--- src/source/adder_pkg.sv ---
// Struct fields are sized by DATA_WIDTH and SLICE_WIDTH_DEFAULT, so the unit is built for one 64-bit word in two 32-bit halves
package adder_pkg;

	// One operand word, split into two equal slices
	localparam int DATA_WIDTH = 64;
	localparam int SLICE_WIDTH_DEFAULT = 32;

	typedef logic [DATA_WIDTH-1:0] word_t;
	typedef logic [SLICE_WIDTH_DEFAULT-1:0] slice_t;

	// Registered operands, b already inverted for subtraction
	typedef struct packed {
		word_t a;
		word_t b_eff;
		logic carry_in;
		logic valid;
	} operands_t;

	// Both carry-select candidates of one slice
	typedef struct packed {
		slice_t sum0;
		slice_t sum1;
		logic cout0;
		logic cout1;
		logic msb_cin0;
		logic msb_cin1;
	} slice_result_t;

	typedef struct packed {
		word_t sum;
		logic carry;
		logic overflow;
		logic zero;
		logic negative;
	} result_t;

	// Black cell, returns {group generate, group propagate}
	function automatic logic [1:0] gp_black(
		input logic g_hi,
		input logic p_hi,
		input logic g_lo,
		input logic p_lo
	);
		return {g_hi | (p_hi & g_lo), p_hi & p_lo};
	endfunction

	// Grey cell, generate only
	function automatic logic gp_grey(
		input logic g_hi,
		input logic p_hi,
		input logic g_lo
	);
		return g_hi | (p_hi & g_lo);
	endfunction

endpackage

--- src/source/operand_stage.sv ---
// WIDTH must equal the package word width; operands are taken only on cycles with in_valid high
module operand_stage #(
	parameter int WIDTH = adder_pkg::DATA_WIDTH
) (
	input  logic clk,
	input  logic rst,
	input  logic [WIDTH-1:0] a,
	input  logic [WIDTH-1:0] b,
	input  logic sub,
	input  logic in_valid,
	output adder_pkg::operands_t ops
);

	logic [WIDTH-1:0] b_sel;

	if (WIDTH != $bits(adder_pkg::word_t)) begin : g_width_check
		$error("operand_stage: WIDTH does not match the package word");
	end

	// a - b is a + ~b + 1
	assign b_sel = sub ? ~b : b;

	always_ff @(posedge clk) begin
		// Data fields hold their last value between operations
		if (in_valid) begin
			ops.a <= a;
			ops.b_eff <= b_sel;
			ops.carry_in <= sub;
		end
		if (rst) begin
			ops.valid <= 1'b0;
		end else begin
			ops.valid <= in_valid;
		end
	end

	// The mode bit must be defined whenever an operation is offered
	sub_known_a: assert property (
		@(posedge clk) disable iff (rst)
		in_valid |-> !$isunknown(sub)
	) else $error("operand_stage: sub unknown with in_valid high");

endmodule

--- src/source/prefix_tree.sv ---
// SLICE_WIDTH must be a power of two, at least 4; returns group terms from each bit down to bit 0
module prefix_tree #(
	parameter int SLICE_WIDTH = adder_pkg::SLICE_WIDTH_DEFAULT
) (
	input  logic [SLICE_WIDTH-1:0] g_in,
	input  logic [SLICE_WIDTH-1:0] p_in,
	output logic [SLICE_WIDTH-1:0] g_pre,
	output logic [SLICE_WIDTH-1:0] p_pre
);

	import adder_pkg::*;

	localparam int LEVELS = $clog2(SLICE_WIDTH);

	// Level 0 holds the raw bit terms, level l+1 the output of black level l
	logic [SLICE_WIDTH-1:0] g_lvl [LEVELS+1];
	logic [SLICE_WIDTH-1:0] p_lvl [LEVELS+1];

	if (((1 << LEVELS) != SLICE_WIDTH) || (SLICE_WIDTH < 4)) begin : g_width_check
		$error("prefix_tree: SLICE_WIDTH must be a power of two of at least 4");
	end

	assign g_lvl[0] = g_in;
	assign p_lvl[0] = p_in;

	// Sparse black levels
	// Only odd positions combine; at level l an odd bit i reaches back 2**l bits,
	// so after the last level every odd bit spans down to bit 0
	for (genvar l = 0; l < LEVELS; l++) begin : g_level
		for (genvar i = 0; i < SLICE_WIDTH; i++) begin : g_bit
			localparam int LO = i - (1 << l);

			if ((i % 2 == 1) && (LO >= 0)) begin : g_black
				assign {g_lvl[l+1][i], p_lvl[l+1][i]} = gp_black(
					g_lvl[l][i],
					p_lvl[l][i],
					g_lvl[l][LO],
					p_lvl[l][LO]
				);
			end else begin : g_pass
				// Even bits, and odd bits already anchored at bit 0
				assign g_lvl[l+1][i] = g_lvl[l][i];
				assign p_lvl[l+1][i] = p_lvl[l][i];
			end
		end
	end

	// Final grey level
	// Each even bit folds its own term onto the odd neighbour below it
	for (genvar i = 0; i < SLICE_WIDTH; i++) begin : g_out
		if (i == 0) begin : g_bit0
			assign g_pre[i] = g_in[i];
			assign p_pre[i] = p_in[i];
		end else if (i % 2 == 1) begin : g_odd
			assign g_pre[i] = g_lvl[LEVELS][i];
			assign p_pre[i] = p_lvl[LEVELS][i];
		end else begin : g_even
			assign g_pre[i] = gp_grey(g_in[i], p_in[i], g_lvl[LEVELS][i-1]);
			// Group propagate for the carry-in-one sum
			assign p_pre[i] = p_in[i] & p_lvl[LEVELS][i-1];
		end
	end

endmodule

--- src/source/prefix_adder_slice.sv ---
// Purely combinational; SLICE_WIDTH must equal the package slice width
module prefix_adder_slice #(
	parameter int SLICE_WIDTH = adder_pkg::SLICE_WIDTH_DEFAULT
) (
	input  logic [SLICE_WIDTH-1:0] a,
	input  logic [SLICE_WIDTH-1:0] b,
	output adder_pkg::slice_result_t res
);

	import adder_pkg::*;

	logic [SLICE_WIDTH-1:0] g;
	logic [SLICE_WIDTH-1:0] p;
	logic [SLICE_WIDTH-1:0] g_pre;
	logic [SLICE_WIDTH-1:0] p_pre;
	// Carry into each bit, plus the carry out at the top
	logic [SLICE_WIDTH:0] c0;
	logic [SLICE_WIDTH:0] c1;

	if (SLICE_WIDTH != $bits(slice_t)) begin : g_width_check
		$error("prefix_adder_slice: SLICE_WIDTH does not match the package slice");
	end

	// Pre-computation
	assign g = a & b;
	assign p = a ^ b;

	prefix_tree #(
		.SLICE_WIDTH(SLICE_WIDTH)
	) u_tree (
		.g_in(g),
		.p_in(p),
		.g_pre(g_pre),
		.p_pre(p_pre)
	);

	// Carry-in of zero, the group generate alone
	assign c0 = {g_pre, 1'b0};

	// Carry-in of one passes through any fully propagating group
	assign c1[0] = 1'b1;
	for (genvar i = 0; i < SLICE_WIDTH; i++) begin : g_c1
		assign c1[i+1] = gp_grey(g_pre[i], p_pre[i], 1'b1);
	end

	// Post-computation for both candidates
	assign res.sum0 = p ^ c0[SLICE_WIDTH-1:0];
	assign res.sum1 = p ^ c1[SLICE_WIDTH-1:0];
	assign res.cout0 = c0[SLICE_WIDTH];
	assign res.cout1 = c1[SLICE_WIDTH];
	assign res.msb_cin0 = c0[SLICE_WIDTH-1];
	assign res.msb_cin1 = c1[SLICE_WIDTH-1];

endmodule

--- src/source/result_combine.sv ---
// WIDTH must be two package slices wide; result holds its last value while no operation arrives
module result_combine #(
	parameter int WIDTH = adder_pkg::DATA_WIDTH
) (
	input  logic clk,
	input  logic rst,
	input  adder_pkg::operands_t ops,
	input  adder_pkg::slice_result_t lo,
	input  adder_pkg::slice_result_t hi,
	output adder_pkg::result_t result,
	output logic out_valid
);

	import adder_pkg::*;

	slice_t lo_sum;
	slice_t hi_sum;
	logic lo_cout;
	logic hi_cout;
	logic hi_msb_cin;
	logic [WIDTH-1:0] sum;
	result_t result_next;

	if (WIDTH != 2 * $bits(slice_t) || WIDTH != $bits(word_t)) begin : g_width_check
		$error("result_combine: WIDTH must be one word of two slices");
	end

	// Low half is picked by the unit's carry-in
	assign lo_sum = ops.carry_in ? lo.sum1 : lo.sum0;
	assign lo_cout = ops.carry_in ? lo.cout1 : lo.cout0;

	// High half is picked by the low half's carry out
	assign hi_sum = lo_cout ? hi.sum1 : hi.sum0;
	assign hi_cout = lo_cout ? hi.cout1 : hi.cout0;
	assign hi_msb_cin = lo_cout ? hi.msb_cin1 : hi.msb_cin0;

	assign sum = {hi_sum, lo_sum};

	// Flags
	// Carry is the plain carry out, so a subtraction without borrow sets it
	assign result_next.sum = sum;
	assign result_next.carry = hi_cout;
	assign result_next.overflow = hi_cout ^ hi_msb_cin;
	assign result_next.zero = (sum == '0);
	assign result_next.negative = sum[WIDTH-1];

	always_ff @(posedge clk) begin
		if (ops.valid) begin
			result <= result_next;
		end
		if (rst) begin
			out_valid <= 1'b0;
		end else begin
			out_valid <= ops.valid;
		end
	end

	out_valid_known_a: assert property (
		@(posedge clk) disable iff (rst)
		!$isunknown(out_valid)
	) else $error("result_combine: out_valid unknown");

	// One result strobe per registered operation, one cycle later
	out_valid_follow_a: assert property (
		@(posedge clk) disable iff (rst)
		out_valid == ($past(ops.valid) && !$past(rst))
	) else $error("result_combine: out_valid does not follow the operand valid");

endmodule

--- src/source/add_unit_top.sv ---
// Two-cycle add/subtract unit without back-pressure; WIDTH must be twice SLICE_WIDTH
module add_unit_top #(
	parameter int WIDTH = adder_pkg::DATA_WIDTH,
	parameter int SLICE_WIDTH = adder_pkg::SLICE_WIDTH_DEFAULT
) (
	input  logic clk,
	input  logic rst,
	input  logic [WIDTH-1:0] a,
	input  logic [WIDTH-1:0] b,
	input  logic sub,
	input  logic in_valid,
	output adder_pkg::result_t result,
	output logic out_valid
);

	import adder_pkg::*;

	operands_t ops;
	slice_result_t res_lo;
	slice_result_t res_hi;

	operand_stage #(
		.WIDTH(WIDTH)
	) u_operand_stage (
		.clk(clk),
		.rst(rst),
		.a(a),
		.b(b),
		.sub(sub),
		.in_valid(in_valid),
		.ops(ops)
	);

	// Both halves run side by side on the registered operands
	prefix_adder_slice #(
		.SLICE_WIDTH(SLICE_WIDTH)
	) slice_lo (
		.a(ops.a[SLICE_WIDTH-1:0]),
		.b(ops.b_eff[SLICE_WIDTH-1:0]),
		.res(res_lo)
	);

	prefix_adder_slice #(
		.SLICE_WIDTH(SLICE_WIDTH)
	) slice_hi (
		.a(ops.a[WIDTH-1:SLICE_WIDTH]),
		.b(ops.b_eff[WIDTH-1:SLICE_WIDTH]),
		.res(res_hi)
	);

	result_combine #(
		.WIDTH(WIDTH)
	) u_result_combine (
		.clk(clk),
		.rst(rst),
		.ops(ops),
		.lo(res_lo),
		.hi(res_hi),
		.result(result),
		.out_valid(out_valid)
	);

endmodule

--- config.mk ---
export PLATFORM = sky130hd
export DESIGN_NAME = add_unit_top
export DESIGN_NICKNAME = d
export VERILOG_FILES = /design/src/source/adder_pkg.sv /design/src/source/operand_stage.sv /design/src/source/prefix_tree.sv /design/src/source/prefix_adder_slice.sv /design/src/source/result_combine.sv /design/src/source/add_unit_top.sv
export SDC_FILE = /design/constraint.sdc
export NUM_CORES = 1
export LEC_CHECK = 0
export ABC_AREA = 1
export CORE_ASPECT_RATIO = 1.4
export CORE_UTILIZATION = 45
export DETAILED_ROUTE_END_ITERATION = 8
export DONT_BUFFER_PORTS = 1
export PLACE_DENSITY = 0.58
export SYNTH_ARGS = -nofsm -noshare
export SYNTH_HDL_FRONTEND = slang
export SYNTH_SLANG_ARGS = --single-unit
--- constraint.sdc ---
create_clock -name clk -period 4.7 [get_ports clk]
set_clock_uncertainty 0.2 [all_clocks]
set_input_delay 0.47 -clock clk [delete_from_list [all_inputs] [get_ports clk]]
set_output_delay 0.47 -clock clk [all_outputs]
set_load 0.02 [all_outputs]
==> out/metrics.yaml <==
finish:
  fin_cells: 1702
  fin_nets: 1572
  syn_to_final_growth_pct: 14.3
  multiInputGateArea_mm2: 0.00455
  layout-drive-gt1-share_pct: 5.56
  design_area_mm2: 0.0131
  fill_cells: 2311
  seq_area_mm2: 0.00593
  final_util_pct: 52.8
timing:
  finalSetupViolations: 0
  drv_slew: 0
  hold_ws_ps: 25.2
  slew_headroom_pct: 34.7
  tns_ps: 0
  final.min_clock_period_ps: 3430
  max_freq_mhz: 292
  worst_pin_slew_ps: 979
  finalCritPeriodShare_pct: 72.9
  setup_ws_ps: 1270
  timing.final.hold_violations: 0
  rsz0062_at_grt: "no"
global_route:
  grt_pass1_vias: 8578
  track_usage_pct: 21.8
  grt_max_degree: 130
  overflow: 0
  antenna_found_initial: 1
  grt_pass1_wl_um: 42200
clock_network:
  cts_buffers: 17
  root_buffer: "clkbuf_16"
  cts_tree: "yes"
  path_clk_slew_ps: 70
  clock_path_buffers: 2
  insertion_delay_ps: 450
  cts.sinks: 198
  htree_levels: 4
  cts_setup_buffers: 0
route:
  drc: 0
  routed_via_density: 4.87
  first_pass_iters: 7
  ant_nets: 0
  route.vias.total: 8296
  drtIter0Drc: 404
  wl_per_cell_um: 16.0
  wl_um: 27200
floorplanning:
  coreArea_mm2: 0.0248
  die_area_mm2: 0.0262
  io_pins: 201
  die_w_um: 137
  rows: 68
  start_util_pct: 46.2
  dieHeight_um: 191
placement:
  place_congestion: 0.906
  placed_cell_area_mm2: 0.0118
  dp_hpwl_um: 20800
  io_buffers: 0
  post-place-ws_ps: 1230
  dpl.cell_count: 1599
critical_path:
  crit_type: "reg2reg"
  slowest_stage: "nand3_4"
  crit_arrival_ps: 3540
  crit_top_cell: "nand2_1"
  startpoint_type: "flop"
  r2r_cells: 20
  crit_fanout: 30
  max_stage_delay_ps: 390
  r2r-end: "u_result_combine.result[1]"
  r2r_start: "u_operand_stage.ops[3]"
  end_kind: "flop"
  worst-r2r-setup-slack_ps: 1270
  path_cells: "ha_1 -> nand2_1 -> nand2_1 -> nand2_1 -> nand2_1 -> nand2_1 -> nand2_1 -> nand2_1 -> nand2_1 -> nand2_2 -> nand3_4 -> nand2_4 -> nand2_1 -> nand2_1 -> nand2_1 -> nor2_1 -> nand3_1 -> nor2_1 -> nand3_1 -> nor2_2"
  cp.required_ps: 4820
synthesis:
  synth-seq-cells: 198
  avgSynthCellArea_um2: 8.86
  synthAdderAreaFrac_pct: 7.20
  synth_top_family_by_area: "simple AND/OR/NAND/NOR gates"
  ys_seq_area_share_pct: 51.6
  synth.mux.area_fraction_pct: 0
  synth_cell_type_count: 37
  synth_compound_area_share_pct: 2.55
  synth_edf_count: 196
  synth.top_cell.area_share_pct: 51.3
  yosysTopAreaCell: "edfxtp_1"
  synth_xor_area_share_pct: 5.57
  synth_flop_cell: "edfxtp_1"
  synth_area_leaders: "edfxtp_1 51%, nand2_1 14%, inv_1 7.9%, ha_1 7.2%, xor2_1 5.2%"
  yosysMostFrequentCell: "nand2_1"
  synth_warnings: 0
  syn_area_mm2: 0.0115
  synth_commonest_cells: "416 x nand2_1, 242 x inv_1, 196 x edfxtp_1, 91 x nor2_1, 69 x nand3_1"
  synthCells: 1295
  ys_async_sr_fraction_pct: 0
  synth-simple-area-share_pct: 24.4
  synth_nets: 1493
power:
  clkPwrFrac_pct: 29.0
  seqPwrFrac_pct: 46.5
  intPower_mw: 3.48
  p_per_area_mw_per_mm2: 393
  p_leak_nw: 6.19
  ir_worst_vdd_mv: 0.263
  switchingPower_mw: 1.67
  power.total_mw: 5.15
  swShare_pct: 32.4
  pwr-share-comb_pct: 24.5
hold_path:
  holdPathStages: 1
  holdPathEnd: "u_operand_stage.ops[6]"
  hold_start: "b[4]"
  hold_path.class: "in2reg"
run_status:
  status: "completed"
run:
  cap_violations: 0
## flip-flops by register name, summed over array words and instances, names as in the netlist
register / flops
u_operand_stage.ops: 130
u_result_combine.result: 67
u_result_combine.out_valid: 1
## routing by layer
metal / track usage (%) / vias up / share of wire, %
li1: - / 4265 / -
met4: 10.5 / 0 / 3.8
met3: 4.35 / 50 / 4.1
met2: 42.2 / 207 / 55
met5: 0 / - / 0
met1: 21.7 / 3774 / 37
## worst max-delay path by stage
stage,startpoint,endpoint,slack [ps],cells after the start
after global routing,u_operand_stage.ops[3],u_result_combine.result[1],920,20
final,u_operand_stage.ops[3],u_result_combine.result[1],1270,20
after floorplan,u_operand_stage.ops[4],u_result_combine.result[1],2180,18
after global placement,u_operand_stage.ops[3],u_result_combine.result[1],1300,20
after detailed placement,u_operand_stage.ops[3],u_result_combine.result[1],1230,20
after CTS,u_operand_stage.ops[3],u_result_combine.result[1],1190,20
## repair_timing
action                                 4_1_cts  5_1_grt
endpoints found under the hold margin      199        0
hold buffers                                71        0
gates resized for setup                      0        0
## worst max-delay path, delay by kind of cell (launching register included)
kind	cells	cell delay, ps
adder cells (fa/ha/maj)	1	350
AND/OR/NAND/NOR	19	2350
flip-flops	1	380
## layout make-up
class | instances | share of cell area [%]
Sequential cell | 198 | 45.2
Timing Repair Buffer | 71 | 5.55
Clock inverter | 13 | 1.19
Inverter | 245 | 7.01
Clock buffer | 18 | 3.27
Antenna cell | 1 | 0.0191
Multi-Input combinational cell | 841 | 34.7
Tap cell | 315 | 3.01
## kinds of logic after synthesis
logic type / count (synthesis)
simple gates: 652
buf+inv: 256
flops: 198
fa+ha+maj: 66
compound gates: 50
xor+xnor: 73
## power by group through the flow
stage	Combinational [mW]	Sequential (mW)	Clock, mW
4_1_cts	1.28	2.40	1.53
5_1_grt	1.45	2.42	1.59
6_report	1.26	2.40	1.50
3_3_place_gp	1.19	2.43	0
3_5_place_dp	1.20	2.44	0
2_1_floorplan	0.935	2.40	0
## placed cells by master (no fill, tap or decap), drive strengths merged
cell / instances
dfxtp: 2
nor2: 102
clkbuf: 18
and2: 1
nor3: 6
nand2: 440
bufinv: 3
o211ai: 4
dlygate4sd3: 70
a31oi: 2
clkinvlp: 2
xor2: 68
diode: 1
clkinv: 6
o21bai: 5
buf: 1
nor4: 1
ha: 66
nand3b: 15
or2: 4
a21oi: 29
inv: 247
nand4: 12
xnor2: 5
nand3: 71
a21o: 2
a21boi: 1
o21ai: 6
edfxtp: 196
o31ai: 1
(Power assumes the default switching activity.)
